**src/cache_pkg.sv**
```systemverilog
// geometry is fixed at build time; LINES and BLOCK_WORDS must be powers of two, BLOCK_WORDS >= 2
package cache_pkg;

    // plain 32-bit data or address word
    typedef logic [31:0] word_t;

    // cache geometry
    localparam int LINES       = 16;
    localparam int BLOCK_WORDS = 2;

    // address split: tag | index | word offset | byte offset
    localparam int INDEX_W  = $clog2(LINES);
    localparam int OFFSET_W = $clog2(BLOCK_WORDS);
    localparam int TAG_W    = 32 - INDEX_W - OFFSET_W - 2;

    // everything at or above this address bypasses the caches
    localparam word_t NONCACHE_START_ADDR = 32'h8000_0000;

    // requester side of a bus port, held until busy is low
    typedef struct packed {
        logic       ren;
        logic       wen;
        word_t      addr;
        word_t      wdata;
        logic [3:0] byte_en;
    } bus_req_t;

    // responder side of a bus port
    typedef struct packed {
        logic  busy;
        word_t rdata;
    } bus_rsp_t;

    // request after classification
    typedef struct packed {
        bus_req_t            req;
        logic                uncached;
        logic [TAG_W-1:0]    tag;
        logic [INDEX_W-1:0]  index;
        logic [OFFSET_W-1:0] offset;
    } cls_req_t;

endpackage
```
**src/memory_arbiter.sv**
```systemverilog
// one memory port; a grant holds while the owner keeps ren or wen high, data side wins ties
`timescale 1ns/1ps

module memory_arbiter (
    input  logic                CLK,
    input  logic                reset,
    input  cache_pkg::bus_req_t d_req,
    input  cache_pkg::bus_req_t i_req,
    input  cache_pkg::bus_rsp_t mem_rsp,
    output cache_pkg::bus_rsp_t d_rsp,
    output cache_pkg::bus_rsp_t i_rsp,
    output cache_pkg::bus_req_t mem_req
);
    import cache_pkg::*;

    logic d_act;
    logic i_act;
    logic locked;
    logic gnt_i_q;
    logic owner_act;
    logic sel_i;

    assign d_act = d_req.ren | d_req.wen;
    assign i_act = i_req.ren | i_req.wen;

    // owner still in its sequence
    assign owner_act = locked && (gnt_i_q ? i_act : d_act);

    // fresh choice as soon as the owner lets go
    always_comb begin
        if (owner_act) begin
            sel_i = gnt_i_q;
        end else begin
            sel_i = i_act && !d_act;
        end
    end

    always_ff @(posedge CLK) begin
        if (reset) begin
            locked  <= 1'b0;
            gnt_i_q <= 1'b0;
        end else begin
            locked  <= sel_i ? i_act : d_act;
            gnt_i_q <= sel_i;
        end
    end

    assign mem_req = sel_i ? i_req : d_req;

    // losing side is stalled, idle side is never busy
    always_comb begin
        d_rsp.rdata = mem_rsp.rdata;
        i_rsp.rdata = mem_rsp.rdata;
        d_rsp.busy  = d_act && (sel_i || mem_rsp.busy);
        i_rsp.busy  = i_act && (!sel_i || mem_rsp.busy);
    end

endmodule

```
**config.mk**
```make
export PLATFORM = sky130hd
export DESIGN_NAME = memory_arbiter
export DESIGN_NICKNAME = d
export VERILOG_FILES = /design/src/cache_pkg.sv /design/src/memory_arbiter.sv
export SDC_FILE = /design/constraint.sdc
export NUM_CORES = 1
export LEC_CHECK = 0
export ABC_AREA = 0
export BUFFER_PORTS_ARGS = -buffer_cell sky130_fd_sc_hd__buf_2
export CORE_AREA = 2 2 121 123
export DETAILED_ROUTE_END_ITERATION = 7
export DIE_AREA = 0 0 123 125
export HOLD_SLACK_MARGIN = 0.05
export PLACE_DENSITY = 0.51
export SETUP_SLACK_MARGIN = 0.3
export SYNTH_ARGS = -nofsm -noshare
export SYNTH_HDL_FRONTEND = slang
export SYNTH_SLANG_ARGS = --single-unit
```
**constraint.sdc**
```tcl
create_clock -name CLK -period 2.31 [get_ports CLK]
set_clock_uncertainty 0.1 [all_clocks]
set_input_delay 0.231 -clock CLK [delete_from_list [all_inputs] [get_ports CLK]]
set_output_delay 0.231 -clock CLK [all_outputs]
set_load 0.02 [all_outputs]
```
==> Word level (Yosys, flattened, before mapping) <==
Index checks and enable logic that the tools add are counted.
{ "classes": {"muxes": 4, "bitwise_logic": 2, "n_reduce_logical": 8} }
{ "op_table": {"columns": ["operator", "count"], "rows": [
  ["70-bit 2-to-1 mux", 1],
  ["1-bit logical AND", 4],
  ["1-bit 2-to-1 mux", 3],
  ["1-bit logical NOT", 2],
  ["1-bit logical OR", 2],
  ["1-bit bitwise OR", 2]
]} }
{ "totals": {"regBits": 2, "inputBits": 175, "out_inout_bits": 136} }

==> Longest topological paths before layout <==
{ "logic_depth": {"depth_word": 7, "mapped_depth": 5, "ltp_nobuf": 3} }

==> Worst setup path after synthesis <==
No wires, ideal clock.
{ "synth_timing": {"path_kind": "register to output", "startpoint": "register gnt_i_q", "endpoint": "output mem_req[0] (netlist bit)", "arrival_ns": 1.248, "required_time_ns": 1.979, "setup_slack_ns": 0.731, "stages_incl_launch_ff": 6, "path_cell_list": "dfxtp_1 -> o2bb2ai_4 -> o21a_4 -> buf_12 -> buf_12 -> mux2_4"} }
{ "synth_lines": {"columns": ["element", "line_no", "text"], "rows": [
  ["from (decl)", "memory_arbiter.sv:19", "logic gnt_i_q;"],
  ["from (signal assigned)", "memory_arbiter.sv:44", "gnt_i_q <= sel_i;"],
  ["to (decl)", "memory_arbiter.sv:12", "output cache_pkg::bus_req_t mem_req"]
]} }

==> metrics <==
Crit. End Element primary output; Gate power share 70.0%; Hold Crit Class in2reg; DP HPWL 5130 µm; count leader, synth mux2_4; Final #Nets 490; gr usage total 6.645%; RSZ-0062 raised after global routing yes; Worst slew margin 87.54%; Post-Syn Area per Cell 11.66 µm²; Pint 0.6320 mW; CTS tree yes; post-synthesis net count 330; vias in the first global route 1695; initial antenna violation count 0; Worst setup SP type flip-flop; layout cells sized above 1 96.81%; Clock Tree Root clkbuf_16; Post-Syn Instances 155; prevailing post-synth register cell dfxtp_1; Seq/Total Area, Yosys 2.216%; Fin. Hold Viols 0; Overflow after GRT 0; Ant. Diodes 0; IO Pins 311; FP Rows 44; number of routed nets with antenna violations 0; share of power burned in registers 3.9%; worst skew pair latency 220 ps; Power Dens Cells 350.7 nW/µm²; final worst slack 353.2 ps; die area 15380 µm²; crit-path max FO 17; # H-tree levels 1; min cycle time layout 1957 ps; net switching power 0.3488 mW; pin count of the biggest net entering global routing 18; Clk pwr share 26.0%; worst reg-to-reg path cell count 4; Hold-fix buffers, CTS 0; top-area cell type share of the netlist area 56.51%; FF-to-FF Start gnt_i_q$_SDFF_PP0_; Setup Viol. Count Final 0; Max Cap Viol 0; Post-Place Setup Slack 313.0 ps; Area growth syn-to-layout 54.78%; fin crit share 84.71%; clock edge transition at the registers on the reported setup and hold paths 30 ps; Critical Path Source gnt_i_q$_SDFF_PP0_; YS warnings 0; CTS Buffer Depth 2; vias post-DR 1688; Synth area leader mux2_4; Least-Margin Pin Slew 186.8 ps; CTS Buf Count 3; Buffers on Ports 214; Iteration-0 DRC Markers 8; max-slew violations 0; core area 14200 µm²; Routed WL 6189 µm; status finished clean; Placer Congestion 0.6980; IR drop worst, VDD 233.5 µV; Final Util 19.69%; FILL cells 1561; drt via density 3.396; post-place instance area 2510 µm²; FMAX 511.0 MHz; hold depth 2; HP Start reset; arrival time at the worst endpoint 1630 ps; Switching Share 35.56%; WL per Instance 12.45 µm; Seq cells post-synth 2; Setup CP Type reg2out; die width 123 µm; Die Y 125 µm; Commonest cells post-synth 68 x mux2_4, 64 x buf_4, 8 x buf_12; Required @ worst endpoint 1980 ps; Cell Area, Synth 1807 µm²; CTS Sinks 2; post-synthesis cell type count 14; design area 2796 µm²; top cells by area, synth mux2_4 57%, buf_4 27%, buf_12 8.9%; first-pass GRT wire length 7866 µm; starting density of the core 12.72%; DRT Pass-1 Iters 4; FFs w/ async S/R, synth 0%; number of synthesized flops with an enable pin 0; Setup TNS 0 ps; Power, Total 0.9808 mW; DR DRC count 0; Leakage 1.557 nW
through the flow:
step                std cells  hold slack [ps]
finish                    497            91.75
global route              497            92.73
CTS                       494            93.44
detailed placement        485            327.6
global placement          485            310.3
floorplan                 155            200.1
routing by layer:
metal | routed length, µm | track usage, % | up-vias | part of all wire, %
li1 | - | - | 790 | -
met1 | 1933 | 5.565 | 761 | 31
met2 | 3411 | 14.27 | 121 | 55
met3 | 762 | 1.779 | 16 | 12
met4 | 82 | 2.072 | 0 | 1.3
met5 | 0 | 0 | - | 0
registers in the layout, indices dropped and copies added (netlist names):
name / count
locked: 1
gnt_i_q: 1
cells in the final DEF (no fill, tap or decap), drive strengths merged:
cell	instances
buf	225
mux2	68
clkbuf	5
nand2	2
nor2	2
a21oi	2
dfxtp	2
a22o	2
o2bb2ai	1
o21a	1
o22a	1
inv	1
nor2b	1
timing repair:
| item | CTS | global route |
|---|---|---|
| cloned | 2 | 2 |
| buffers inserted | 4 | 1 |
| gates resized for setup | 5 | 11 |
| endpoints found under the setup margin | 62 | 53 |
layout make-up:
type                       instances  area (µm²)  share of cell area [%]
sequential                         2       42.54                   1.521
multi-input combinational         80        1122                   40.13
timing repair buffer             227        1323                   47.29
clock buffer                       3       75.07                   2.685
inverter                           1       3.754                  0.1342
tap                              184       230.2                   8.233
power groups by stage:
stage | sequential, mW | clock [mW] | combinational, mW
after floorplan | 0.0385 | 0 | 0.582
after global placement | 0.0386 | 0 | 0.628
after detailed placement | 0.0387 | 0 | 0.634
after CTS | 0.0387 | 0.259 | 0.670
after global routing | 0.0389 | 0.269 | 0.731
final | 0.0387 | 0.255 | 0.687
worst paths after layout:
| kind | end | slack, ps |
|---|---|---|
| min | locked$_SDFF_PP0_ | 90 |
| max reg2reg | gnt_i_q$_SDFF_PP0_ | 1100 |
| min reg2reg | gnt_i_q$_SDFF_PP0_ | 870 |
| max | mem_req[35] | 350 |
critical path: stages (launching register included):
cell and delay, ps:
dfxtp_2 320, o2bb2ai_4 120, o21a_4 210, buf_12 120, buf_16 160, mux2_4 310
buf_2 160
logic make-up after synthesis:
group | count (synthesis) | share of synthesized area (%)
AO/OA/AOI/OAI | 7 | 4.432
flip-flops | 2 | 2.216
AND/OR/NAND/NOR | 5 | 1.178
buffers and inverters | 73 | 35.66
multiplexers | 68 | 56.51
No activity file was read; power rests on OpenSTA's default activity.
