## src/cache_pkg.sv

```systemverilog
// geometry is fixed at build time; LINES and BLOCK_WORDS must be powers of two, BLOCK_WORDS >= 2
package cache_pkg;

    // plain 32-bit data or address word
    typedef logic [31:0] word_t;

    // cache geometry
    localparam int LINES       = 16;
    localparam int BLOCK_WORDS = 2;

    // address split: tag | index | word offset | byte offset
    localparam int INDEX_W  = $clog2(LINES);
    localparam int OFFSET_W = $clog2(BLOCK_WORDS);
    localparam int TAG_W    = 32 - INDEX_W - OFFSET_W - 2;

    // everything at or above this address bypasses the caches
    localparam word_t NONCACHE_START_ADDR = 32'h8000_0000;

    // requester side of a bus port, held until busy is low
    typedef struct packed {
        logic       ren;
        logic       wen;
        word_t      addr;
        word_t      wdata;
        logic [3:0] byte_en;
    } bus_req_t;

    // responder side of a bus port
    typedef struct packed {
        logic  busy;
        word_t rdata;
    } bus_rsp_t;

    // request after classification
    typedef struct packed {
        bus_req_t            req;
        logic                uncached;
        logic [TAG_W-1:0]    tag;
        logic [INDEX_W-1:0]  index;
        logic [OFFSET_W-1:0] offset;
    } cls_req_t;

endpackage
```

## src/direct_mapped_cache.sv

```systemverilog
// direct mapped, write-back/write-allocate; flush and clear start only from idle, requests wait
`timescale 1ns/1ps

module direct_mapped_cache #(
    parameter bit IS_ICACHE = 1'b0
) (
    input  logic                CLK,
    input  logic                reset,
    input  cache_pkg::cls_req_t cls,
    input  logic                flush,
    input  logic                clear,
    input  cache_pkg::bus_rsp_t mem_rsp,
    output cache_pkg::bus_rsp_t proc_rsp,
    output cache_pkg::bus_req_t mem_req,
    output logic                flush_done,
    output logic                clear_done,
    output logic                cache_miss
);
    import cache_pkg::*;

    typedef enum logic [3:0] {
        IDLE, COMPARE, WRITEBACK, FILL, UNCACHED, UNC_DONE,
        FLUSH_WALK, FLUSH_WB, FLUSH_DONE, CLEAR_WALK, CLEAR_DONE
    } state_t;

    state_t state;

    // line state and storage
    logic [LINES-1:0] valid;
    logic [LINES-1:0] dirty;
    logic [TAG_W-1:0] tag_arr  [LINES];
    word_t            data_arr [LINES][BLOCK_WORDS];

    logic [OFFSET_W-1:0] word_cnt;
    logic [INDEX_W-1:0]  walk_idx;
    logic [INDEX_W-1:0]  wb_line;
    word_t               unc_rdata;

    logic rd, wr, active, hit, word_last, walk_last;
    logic fill_we, fill_last, hit_we, unc_we, wb_step;

    function automatic word_t merge_bytes(word_t old_w, word_t new_w, logic [3:0] be);
        word_t res;
        res = old_w;
        for (int b = 0; b < 4; b++) begin
            if (be[b]) begin
                res[8*b +: 8] = new_w[8*b +: 8];
            end
        end
        return res;
    endfunction

    // instruction side never writes
    assign rd     = cls.req.ren;
    assign wr     = cls.req.wen & ~IS_ICACHE;
    assign active = rd | wr;

    assign hit       = valid[cls.index] && (tag_arr[cls.index] == cls.tag);
    assign word_last = (word_cnt == OFFSET_W'(BLOCK_WORDS - 1));
    assign walk_last = (walk_idx == INDEX_W'(LINES - 1));

    // write-back victim comes from the walk during a flush
    assign wb_line = (state == FLUSH_WB) ? walk_idx : cls.index;

    assign fill_we   = (state == FILL) && !mem_rsp.busy;
    assign fill_last = fill_we && word_last;
    assign hit_we    = (state == COMPARE) && hit && wr;
    assign unc_we    = (state == UNCACHED) && !mem_rsp.busy;
    assign wb_step   = ((state == WRITEBACK) || (state == FLUSH_WB)) && !mem_rsp.busy;

    always_ff @(posedge CLK) begin
        if (fill_we) begin
            data_arr[cls.index][word_cnt] <= mem_rsp.rdata;
        end
        if (fill_last) begin
            tag_arr[cls.index] <= cls.tag;
        end
        if (hit_we) begin
            data_arr[cls.index][cls.offset] <=
                merge_bytes(data_arr[cls.index][cls.offset], cls.req.wdata, cls.req.byte_en);
        end
        if (unc_we) begin
            unc_rdata <= mem_rsp.rdata;
        end
    end

    always_ff @(posedge CLK) begin
        if (reset) begin
            state    <= IDLE;
            valid    <= '0;
            dirty    <= '0;
            word_cnt <= '0;
            walk_idx <= '0;
        end else begin
            if (fill_last) begin
                valid[cls.index] <= 1'b1;
                dirty[cls.index] <= 1'b0;
            end
            if (hit_we) begin
                dirty[cls.index] <= 1'b1;
            end
            if (wb_step) begin
                word_cnt <= word_cnt + 1'b1;
            end
            if (fill_we) begin
                word_cnt <= word_cnt + 1'b1;
            end

            case (state)
                IDLE: begin
                    walk_idx <= '0;
                    word_cnt <= '0;
                    if (flush) begin
                        state <= FLUSH_WALK;
                    end else if (clear) begin
                        state <= CLEAR_WALK;
                    end else if (active) begin
                        state <= cls.uncached ? UNCACHED : COMPARE;
                    end
                end
                COMPARE: begin
                    word_cnt <= '0;
                    if (hit) begin
                        state <= IDLE;
                    end else if (valid[cls.index] && dirty[cls.index]) begin
                        state <= WRITEBACK;
                    end else begin
                        state <= FILL;
                    end
                end
                WRITEBACK: begin
                    if (wb_step && word_last) begin
                        state <= FILL;
                    end
                end
                FILL: begin
                    // request finishes through the hit path
                    if (fill_last) begin
                        state <= COMPARE;
                    end
                end
                UNCACHED: begin
                    if (unc_we) begin
                        state <= UNC_DONE;
                    end
                end
                UNC_DONE: begin
                    state <= IDLE;
                end
                FLUSH_WALK: begin
                    word_cnt <= '0;
                    if (valid[walk_idx] && dirty[walk_idx]) begin
                        state <= FLUSH_WB;
                    end else if (walk_last) begin
                        state <= FLUSH_DONE;
                    end else begin
                        walk_idx <= walk_idx + 1'b1;
                    end
                end
                FLUSH_WB: begin
                    // line stays valid, only the dirty bit goes
                    if (wb_step && word_last) begin
                        dirty[walk_idx] <= 1'b0;
                        if (walk_last) begin
                            state <= FLUSH_DONE;
                        end else begin
                            walk_idx <= walk_idx + 1'b1;
                            state    <= FLUSH_WALK;
                        end
                    end
                end
                CLEAR_WALK: begin
                    valid[walk_idx] <= 1'b0;
                    dirty[walk_idx] <= 1'b0;
                    walk_idx        <= walk_idx + 1'b1;
                    if (walk_last) begin
                        state <= CLEAR_DONE;
                    end
                end
                FLUSH_DONE: begin
                    if (!flush) begin
                        state <= IDLE;
                    end
                end
                CLEAR_DONE: begin
                    if (!clear) begin
                        state <= IDLE;
                    end
                end
                default: begin
                    state <= IDLE;
                end
            endcase
        end
    end

    // memory side request
    always_comb begin
        mem_req = '0;
        case (state)
            WRITEBACK, FLUSH_WB: begin
                mem_req.wen     = 1'b1;
                mem_req.addr    = {tag_arr[wb_line], wb_line, word_cnt, 2'b00};
                mem_req.wdata   = data_arr[wb_line][word_cnt];
                mem_req.byte_en = 4'hf;
            end
            FILL: begin
                mem_req.ren     = 1'b1;
                mem_req.addr    = {cls.tag, cls.index, word_cnt, 2'b00};
                mem_req.byte_en = 4'hf;
            end
            UNCACHED: begin
                mem_req.ren     = rd;
                mem_req.wen     = wr;
                mem_req.addr    = cls.req.addr;
                mem_req.wdata   = cls.req.wdata;
                mem_req.byte_en = cls.req.byte_en;
            end
            default: begin
                mem_req = '0;
            end
        endcase
    end

    // busy follows the request except in the completing cycle
    always_comb begin
        proc_rsp.busy  = active;
        proc_rsp.rdata = data_arr[cls.index][cls.offset];
        if (state == COMPARE && hit) begin
            proc_rsp.busy = 1'b0;
        end else if (state == UNC_DONE) begin
            proc_rsp.busy  = 1'b0;
            proc_rsp.rdata = unc_rdata;
        end
    end

    assign cache_miss = (state == FILL);
    assign flush_done = (state == FLUSH_DONE) && flush;
    assign clear_done = (state == CLEAR_DONE) && clear;

endmodule

```

## config.mk

```make
export PLATFORM = sky130hd
export DESIGN_NAME = direct_mapped_cache
export DESIGN_NICKNAME = d
export VERILOG_FILES = /design/src/cache_pkg.sv /design/src/direct_mapped_cache.sv
export SDC_FILE = /design/constraint.sdc
export NUM_CORES = 2
export LEC_CHECK = 0
export BUFFER_PORTS_ARGS = -buffer_cell sky130_fd_sc_hd__clkbuf_2
export CORE_ASPECT_RATIO = 0.6
export CORE_MARGIN = 4
export CORE_UTILIZATION = 29
export DETAILED_ROUTE_END_ITERATION = 8
export GPL_ROUTABILITY_DRIVEN = 0
export PLACE_DENSITY_LB_ADDON = 0.3
export REMOVE_ABC_BUFFERS = 1
export SYNTH_ARGS = -nofsm -noshare
export SYNTH_HDL_FRONTEND = slang
export SYNTH_SLANG_ARGS = --single-unit
```

## constraint.sdc

```tcl
create_clock -name CLK -period 6.1 [get_ports CLK]
set_input_delay 0.61 -clock CLK [delete_from_list [all_inputs] [get_ports CLK]]
set_output_delay 0.61 -clock CLK [all_outputs]
set_load 0.01 [all_outputs]
```

Word-level counts from Yosys, hierarchy flattened
Memories as Yosys holds them, arrays and structs flattened.
Index checks and enable logic that the tools add are counted.
Storage, ports and cells
  bits in registers: 73
  bits in writable memories: 1424
  input bits: 138
  output and inout port bits: 106
  memories kept: 2
Memory list
  data_arr: depth 16, width 64, rd ports 2, clocked after Yosys merged registers in 0, wr ports 1, line direct_mapped_cache.sv:32  | word_t data_arr [LINES][BLOCK_WORDS];
  tag_arr: depth 16, width 25, rd ports 2, clocked after Yosys merged registers in 0, wr ports 1, line direct_mapped_cache.sv:31  | logic [TAG_W-1:0] tag_arr [LINES];
Cells by class
  $add $sub $neg: 2
  $lt $le $gt $ge: 8
  equality and inequality tests: 22
  mux-type cells: 141
  bitwise gates (word level): 74
  reduce and logical (&&, ||, !) cells: 26
Operators by type and width (count)
  $mux 32: 9
  $mux 16: 8
  $mux 64: 2
  $pmux 32 s3: 1
  $mux 1: 78
  $mux 4: 17
  $or 1x1->1: 65
  $demux 32 s1: 2
  $mux 8: 8
  $pmux 32 s2: 1
  $and 16x16->16: 3
  $pmux 4 s10: 1
  $mux 33: 1
  $not 16->16: 2
  $or 16x16->16: 2
  $pmux 16 s2: 1
  $eq 25x25->1: 1
  $bmux 1 s4: 4
  $eq 4x3->1 const B: 4
  $eq 4x4->1 const B: 4
  $logic_and 1x1->1: 16
  $pmux 4 s4: 1
  $lt 4x5->1 const B: 2
  $ne 2x2->1 const B: 5
  other kinds (26): 35

Depth between registers and ports, before layout
  depth after elaboration: 14
  gate-level depth with buffers: 18

Worst setup path after synthesis
No wires, ideal clock.
  path kind: input to register
  from: input port cls[1] (netlist name)
  to: memory data_arr[14][0] (netlist name) (enable)
  data arrival time: 4.831 ns
  path slack: 0.848 ns
  cell stages on the path: 15
  buffers on the path: 7
  cell sequence: buf_4 -> buf_4 -> buf_6 -> buf_4 -> buf_2 -> mux2i_1 -> xor2_1 -> nand4_1 -> nor4_1 -> o221ai_1 -> or4_1 -> buf_6 -> and2_4 -> buf_6 -> nor2_1
Between the ends
  word-level cells in the longest chain between the ends: 8
Ends and longest elaborated chain
  from (decl): line direct_mapped_cache.sv:9  | input cache_pkg::cls_req_t cls,
  $mem_v2 16x25 / $bmux 1 s4 (equally long branches)
  $eq 25x25->1 / $mux 1 (equally long branches): line direct_mapped_cache.sv:58  | assign hit = valid[cls.index] && (tag_arr[cls.index] == cls.tag);
  $logic_and 1x1->1: line direct_mapped_cache.sv:58
  $logic_and 1x1->1 (2 in a row): line direct_mapped_cache.sv:67  | assign hit_we = (state == COMPARE) && hit && wr;
  $mux 1: line direct_mapped_cache.sv:78  | if (hit_we) begin
  $mux 64 (implied by the code): line direct_mapped_cache.sv:79  | data_arr[cls.index][cls.offset] <=
  $or 1x1->1 (no source line)
  to (decl): line direct_mapped_cache.sv:32
Several ways; a longest one is shown, not always the timed one. The select of a mux whose other input is x is not followed.

==> impl_metrics.json <==
{
  "synthXorXnorAreaFrac_pct": 0.4135,
  "rsz0062_at_grt": "no",
  "worst_r2r_path_depth": 11,
  "met2_usage_pct": 26.69,
  "htree_levels": 4,
  "tritoncts": "yes",
  "wirelength_mm": 253.5,
  "grt_max_degree": 111,
  "syn_to_final_growth_pct": 16.92,
  "tns_ns": 0,
  "p_leak_nw": 26.92,
  "antenna_found_initial": 21,
  "drive_above_1_share_pct": 35.42,
  "setup_viol": 0,
  "fmax_mhz": 175.2,
  "die_x_um": 651.4,
  "grt_util_all_layers_pct": 19.24,
  "io_pins": 244,
  "syn_inst": 4044,
  "whs_ns": 0.06533,
  "ys_warn_count": 0,
  "p_per_area_nw_per_um2": 292.9,
  "timing.rr.start": "tag_arr[5][9]$_DFFE_PP_",
  "yosys.area_share.simple_pct": 4.585,
  "grt_use_met1_pct": 29.24,
  "crit_cells": 12,
  "fillers": 23150,
  "overflow": 0,
  "async_reset_ff_share_pct": 0,
  "cts_made_buffers": 159,
  "synth-seq-area-share_pct": 61.85,
  "dp.cells": 7474,
  "status": "finished clean",
  "cpMostUsedCell": "nand2_1",
  "num_rows": 141,
  "met3_usage_pct": 5.451,
  "initial_core_util_pct": 29.20,
  "nNetsFinal": 4495,
  "avgSynthCellArea_um2": 17.81,
  "min_path_type": "in2reg",
  "fin_crit_ns": 5.706,
  "clkTransAtPathRegs_ns": 0.06,
  "start_kind": "register",
  "end_kind": "output port",
  "detail_route.iter0.violations": 6000,
  "synth.area.mux_share_pct": 27.25,
  "coreArea_um2": 246600,
  "cp_max_fo": 33,
  "rr_endpoint": "data_arr[5][18]$_DFFE_PP_",
  "synthAdderAreaFrac_pct": 0.06949,
  "fin_crit_sh_pct": 93.55,
  "required_ns": 5.49,
  "port_buffers": 243,
  "top_usage_layer": "met1",
  "startpoint": "state[1]$_SDFFE_PP0P_",
  "max_stage_delay_ns": 0.63,
  "final_util_pct": 34.14,
  "grt_pass1_vias": 43210,
  "cp_cell_sequence": "nand2_1 -> or2_2 -> a21oi_4 -> buf_12 -> buf_4 -> mux4_2 -> nand2_1 -> and3_1 -> a311oi_1 -> a31oi_1 -> o21ai_0 -> clkbuf_2",
  "drt_pass1_iterations": 6,
  "finalHoldViolations": 0,
  "grt_pass1_wl_mm": 351.7,
  "worstHoldPathCells": 1,
  "path_delay_family": "compound AO/OA/AOI/OAI gates",
  "r2r_slack_ns": 1.35,
  "routed_wire_length_per_instance_um": 32.65,
  "stdcell_count": 7765,
  "ant_nets": 0,
  "cts_buffer_depth": 4,
  "vias": 44450,
  "slew_viol_final": 0,
  "insertion_delay_ns": 0.82,
  "syn-cell-area_um2": 72020,
  "root_buffer": "clkbuf_16",
  "fin_skew_ns": 0.09025,
  "worst-path-buf-inv": 3,
  "cp.arrival_ns": 5.10,
  "avgViaCountPerCell": 5.724,
  "power.total_w": 0.02466,
  "synth_compound_area_share_pct": 3.525,
  "ys_ff_latch": 1497,
  "place_hpwl_mm": 161.9,
  "postCtsResizedCells": 0,
  "synth_edf_count": 1456,
  "path_class": "reg2out",
  "die_area_um2": 256600,
  "synth_top_family_by_area": "multiplexers",
  "synth_ff_type": "edfxtp_1",
  "chipHeight_um": 394.0,
  "slew-limit-headroom_pct": 20.91,
  "cts_sinks": 1497,
  "max_cap_viol_count": 0,
  "cp_slowest_cell": "dfxtp_1",
  "drcViolationCount": 0,
  "irDropWorstVdd_v": 0.0002222,
  "critPathCapture": "mem_req[26]",
  "synth.distinct_cells": 69,
  "tightest_slew_ns": 1.184
}
registers in the layout (all words and copies together) (netlist names):
signal     flops
valid         16
state          4
tag_arr      400
data_arr    1024
dirty         16
word_cnt       1
walk_idx       4
unc_rdata     32
how the worst min path moves through the flow:
stage,startpoint,to
after floorplan,dirty[14]$_SDFF_PP0_,dirty[14]$_SDFF_PP0_
after global placement,dirty[14]$_SDFF_PP0_,dirty[14]$_SDFF_PP0_
after detailed placement,dirty[6]$_SDFF_PP0_,dirty[6]$_SDFF_PP0_
after CTS,mem_rsp[14],unc_rdata[14]$_DFFE_PP_
after global routing,mem_rsp[7],unc_rdata[7]$_DFFE_PP_
final,mem_rsp[7],unc_rdata[7]$_DFFE_PP_
stage by stage:
| step | setup slack, ns | cell area (µm²) |
|---|---|---|
| 2_1_floorplan | -29.29 | 70520 |
| 3_3_place_gp | 0.6587 | 79130 |
| 3_5_place_dp | 0.7346 | 79130 |
| 4_1_cts | 0.09069 | 84160 |
| 5_1_grt | 0.08419 | 84190 |
| 6_report | 0.3937 | 84210 |
Yosys cell counts, drive strengths merged, types with 2 or more instances:
cell     instances  share of area [%]
a2111oi          2              0.026
a211oi           4              0.042
a21oi           85               0.60
a221oi          18               0.23
a22o             5              0.061
a22oi           32               0.33
a311oi          36               0.44
a31oi           47               0.41
a41o             3              0.042
and2             7              0.064
and3            37               0.32
buf            153                1.2
clkbuf         163               0.85
dfxtp           41                1.1
edfxtp        1456                 61
ha               4              0.069
inv             45               0.23
mux2            71                1.1
mux2i          157                2.2
mux4           766                 24
nand2          426                2.2
nand2b           7              0.061
nand3           97               0.67
nand4            5              0.043
nor2           142               0.84
nor2b           11              0.096
nor3            10              0.069
nor3b            2              0.021
nor4             7              0.061
o2111ai          4              0.049
o211ai          19               0.20
o21ai           98               0.68
o221ai           2              0.024
o22ai           18               0.16
o2bb2ai          2              0.024
o31ai            4              0.042
o32ai            4              0.049
or2              4              0.035
xnor2           19               0.23
xor2            15               0.18
layer usage:
layer / part of all wire [%] / wire (µm)
met1: 44 / 111600
met2: 42 / 105900
met3: 12 / 29350
met4: 2.6 / 6712
met5: 0.0051 / 13
kinds of logic after synthesis:
kind of cell,count (synthesis)
adder cells (fa/ha/maj),4
AO/OA/AOI/OAI,392
buffers and inverters,361
multiplexers,994
AND/OR/NAND/NOR,762
flip-flops,1497
XOR/XNOR,34
cell usage in the layout, fill, tap and decap left out, types with 15 or more instances in the layout:
| cell type | instances |
|---|---|
| and3_1 | 37 |
| mux4_2 | 766 |
| nand2_1 | 424 |
| nor2_4 | 49 |
| xor2_1 | 15 |
| a221oi_1 | 17 |
| mux2i_1 | 155 |
| bufinv_16 | 16 |
| xnor2_1 | 19 |
| buf_12 | 98 |
| clkbuf_16 | 161 |
| clkinv_1 | 23 |
| mux2_2 | 69 |
| buf_4 | 119 |
| edfxtp_1 | 1456 |
| dfxtp_1 | 40 |
| a31oi_1 | 47 |
| clkbuf_1 | 37 |
| o211ai_1 | 19 |
| a21oi_1 | 82 |
| o21ai_0 | 97 |
| clkinv_2 | 23 |
| o22ai_1 | 18 |
| a22oi_1 | 32 |
| clkbuf_2 | 238 |
| nand3_1 | 97 |
| a311oi_1 | 36 |
| inv_1 | 45 |
| nor2_1 | 93 |
timing repair:
item | in CTS | in global routing
buffers inserted | 0 | 2
setup endpoints to repair | 0 | 16
hold buffers | 5 | 0
hold endpoints to repair | 5 | 0
report_power, final:
part / internal [W] / switching (W) / leakage, nW
combinational: 0.00129 / 0.00232 / 11.1
clock: 0.00554 / 0.00411 / 2.43
sequential: 0.0113 / 0.0000668 / 13.4
layout make-up:
| cell class | count | area (µm²) | area share [%] |
|---|---|---|---|
| Clock inverter | 74 | 783.3 | 0.9301 |
| Tap cell | 3289 | 4115 | 4.887 |
| Antenna cell | 10 | 25.02 | 0.02972 |
| Multi-Input combinational cell | 2186 | 26220 | 31.14 |
| Timing Repair Buffer | 464 | 4155 | 4.934 |
| Inverter | 45 | 168.9 | 0.2006 |
| Clock buffer | 200 | 4195 | 4.982 |
| Sequential cell | 1497 | 44550 | 52.90 |
Note: power is estimated with default switching activity, not from simulation.
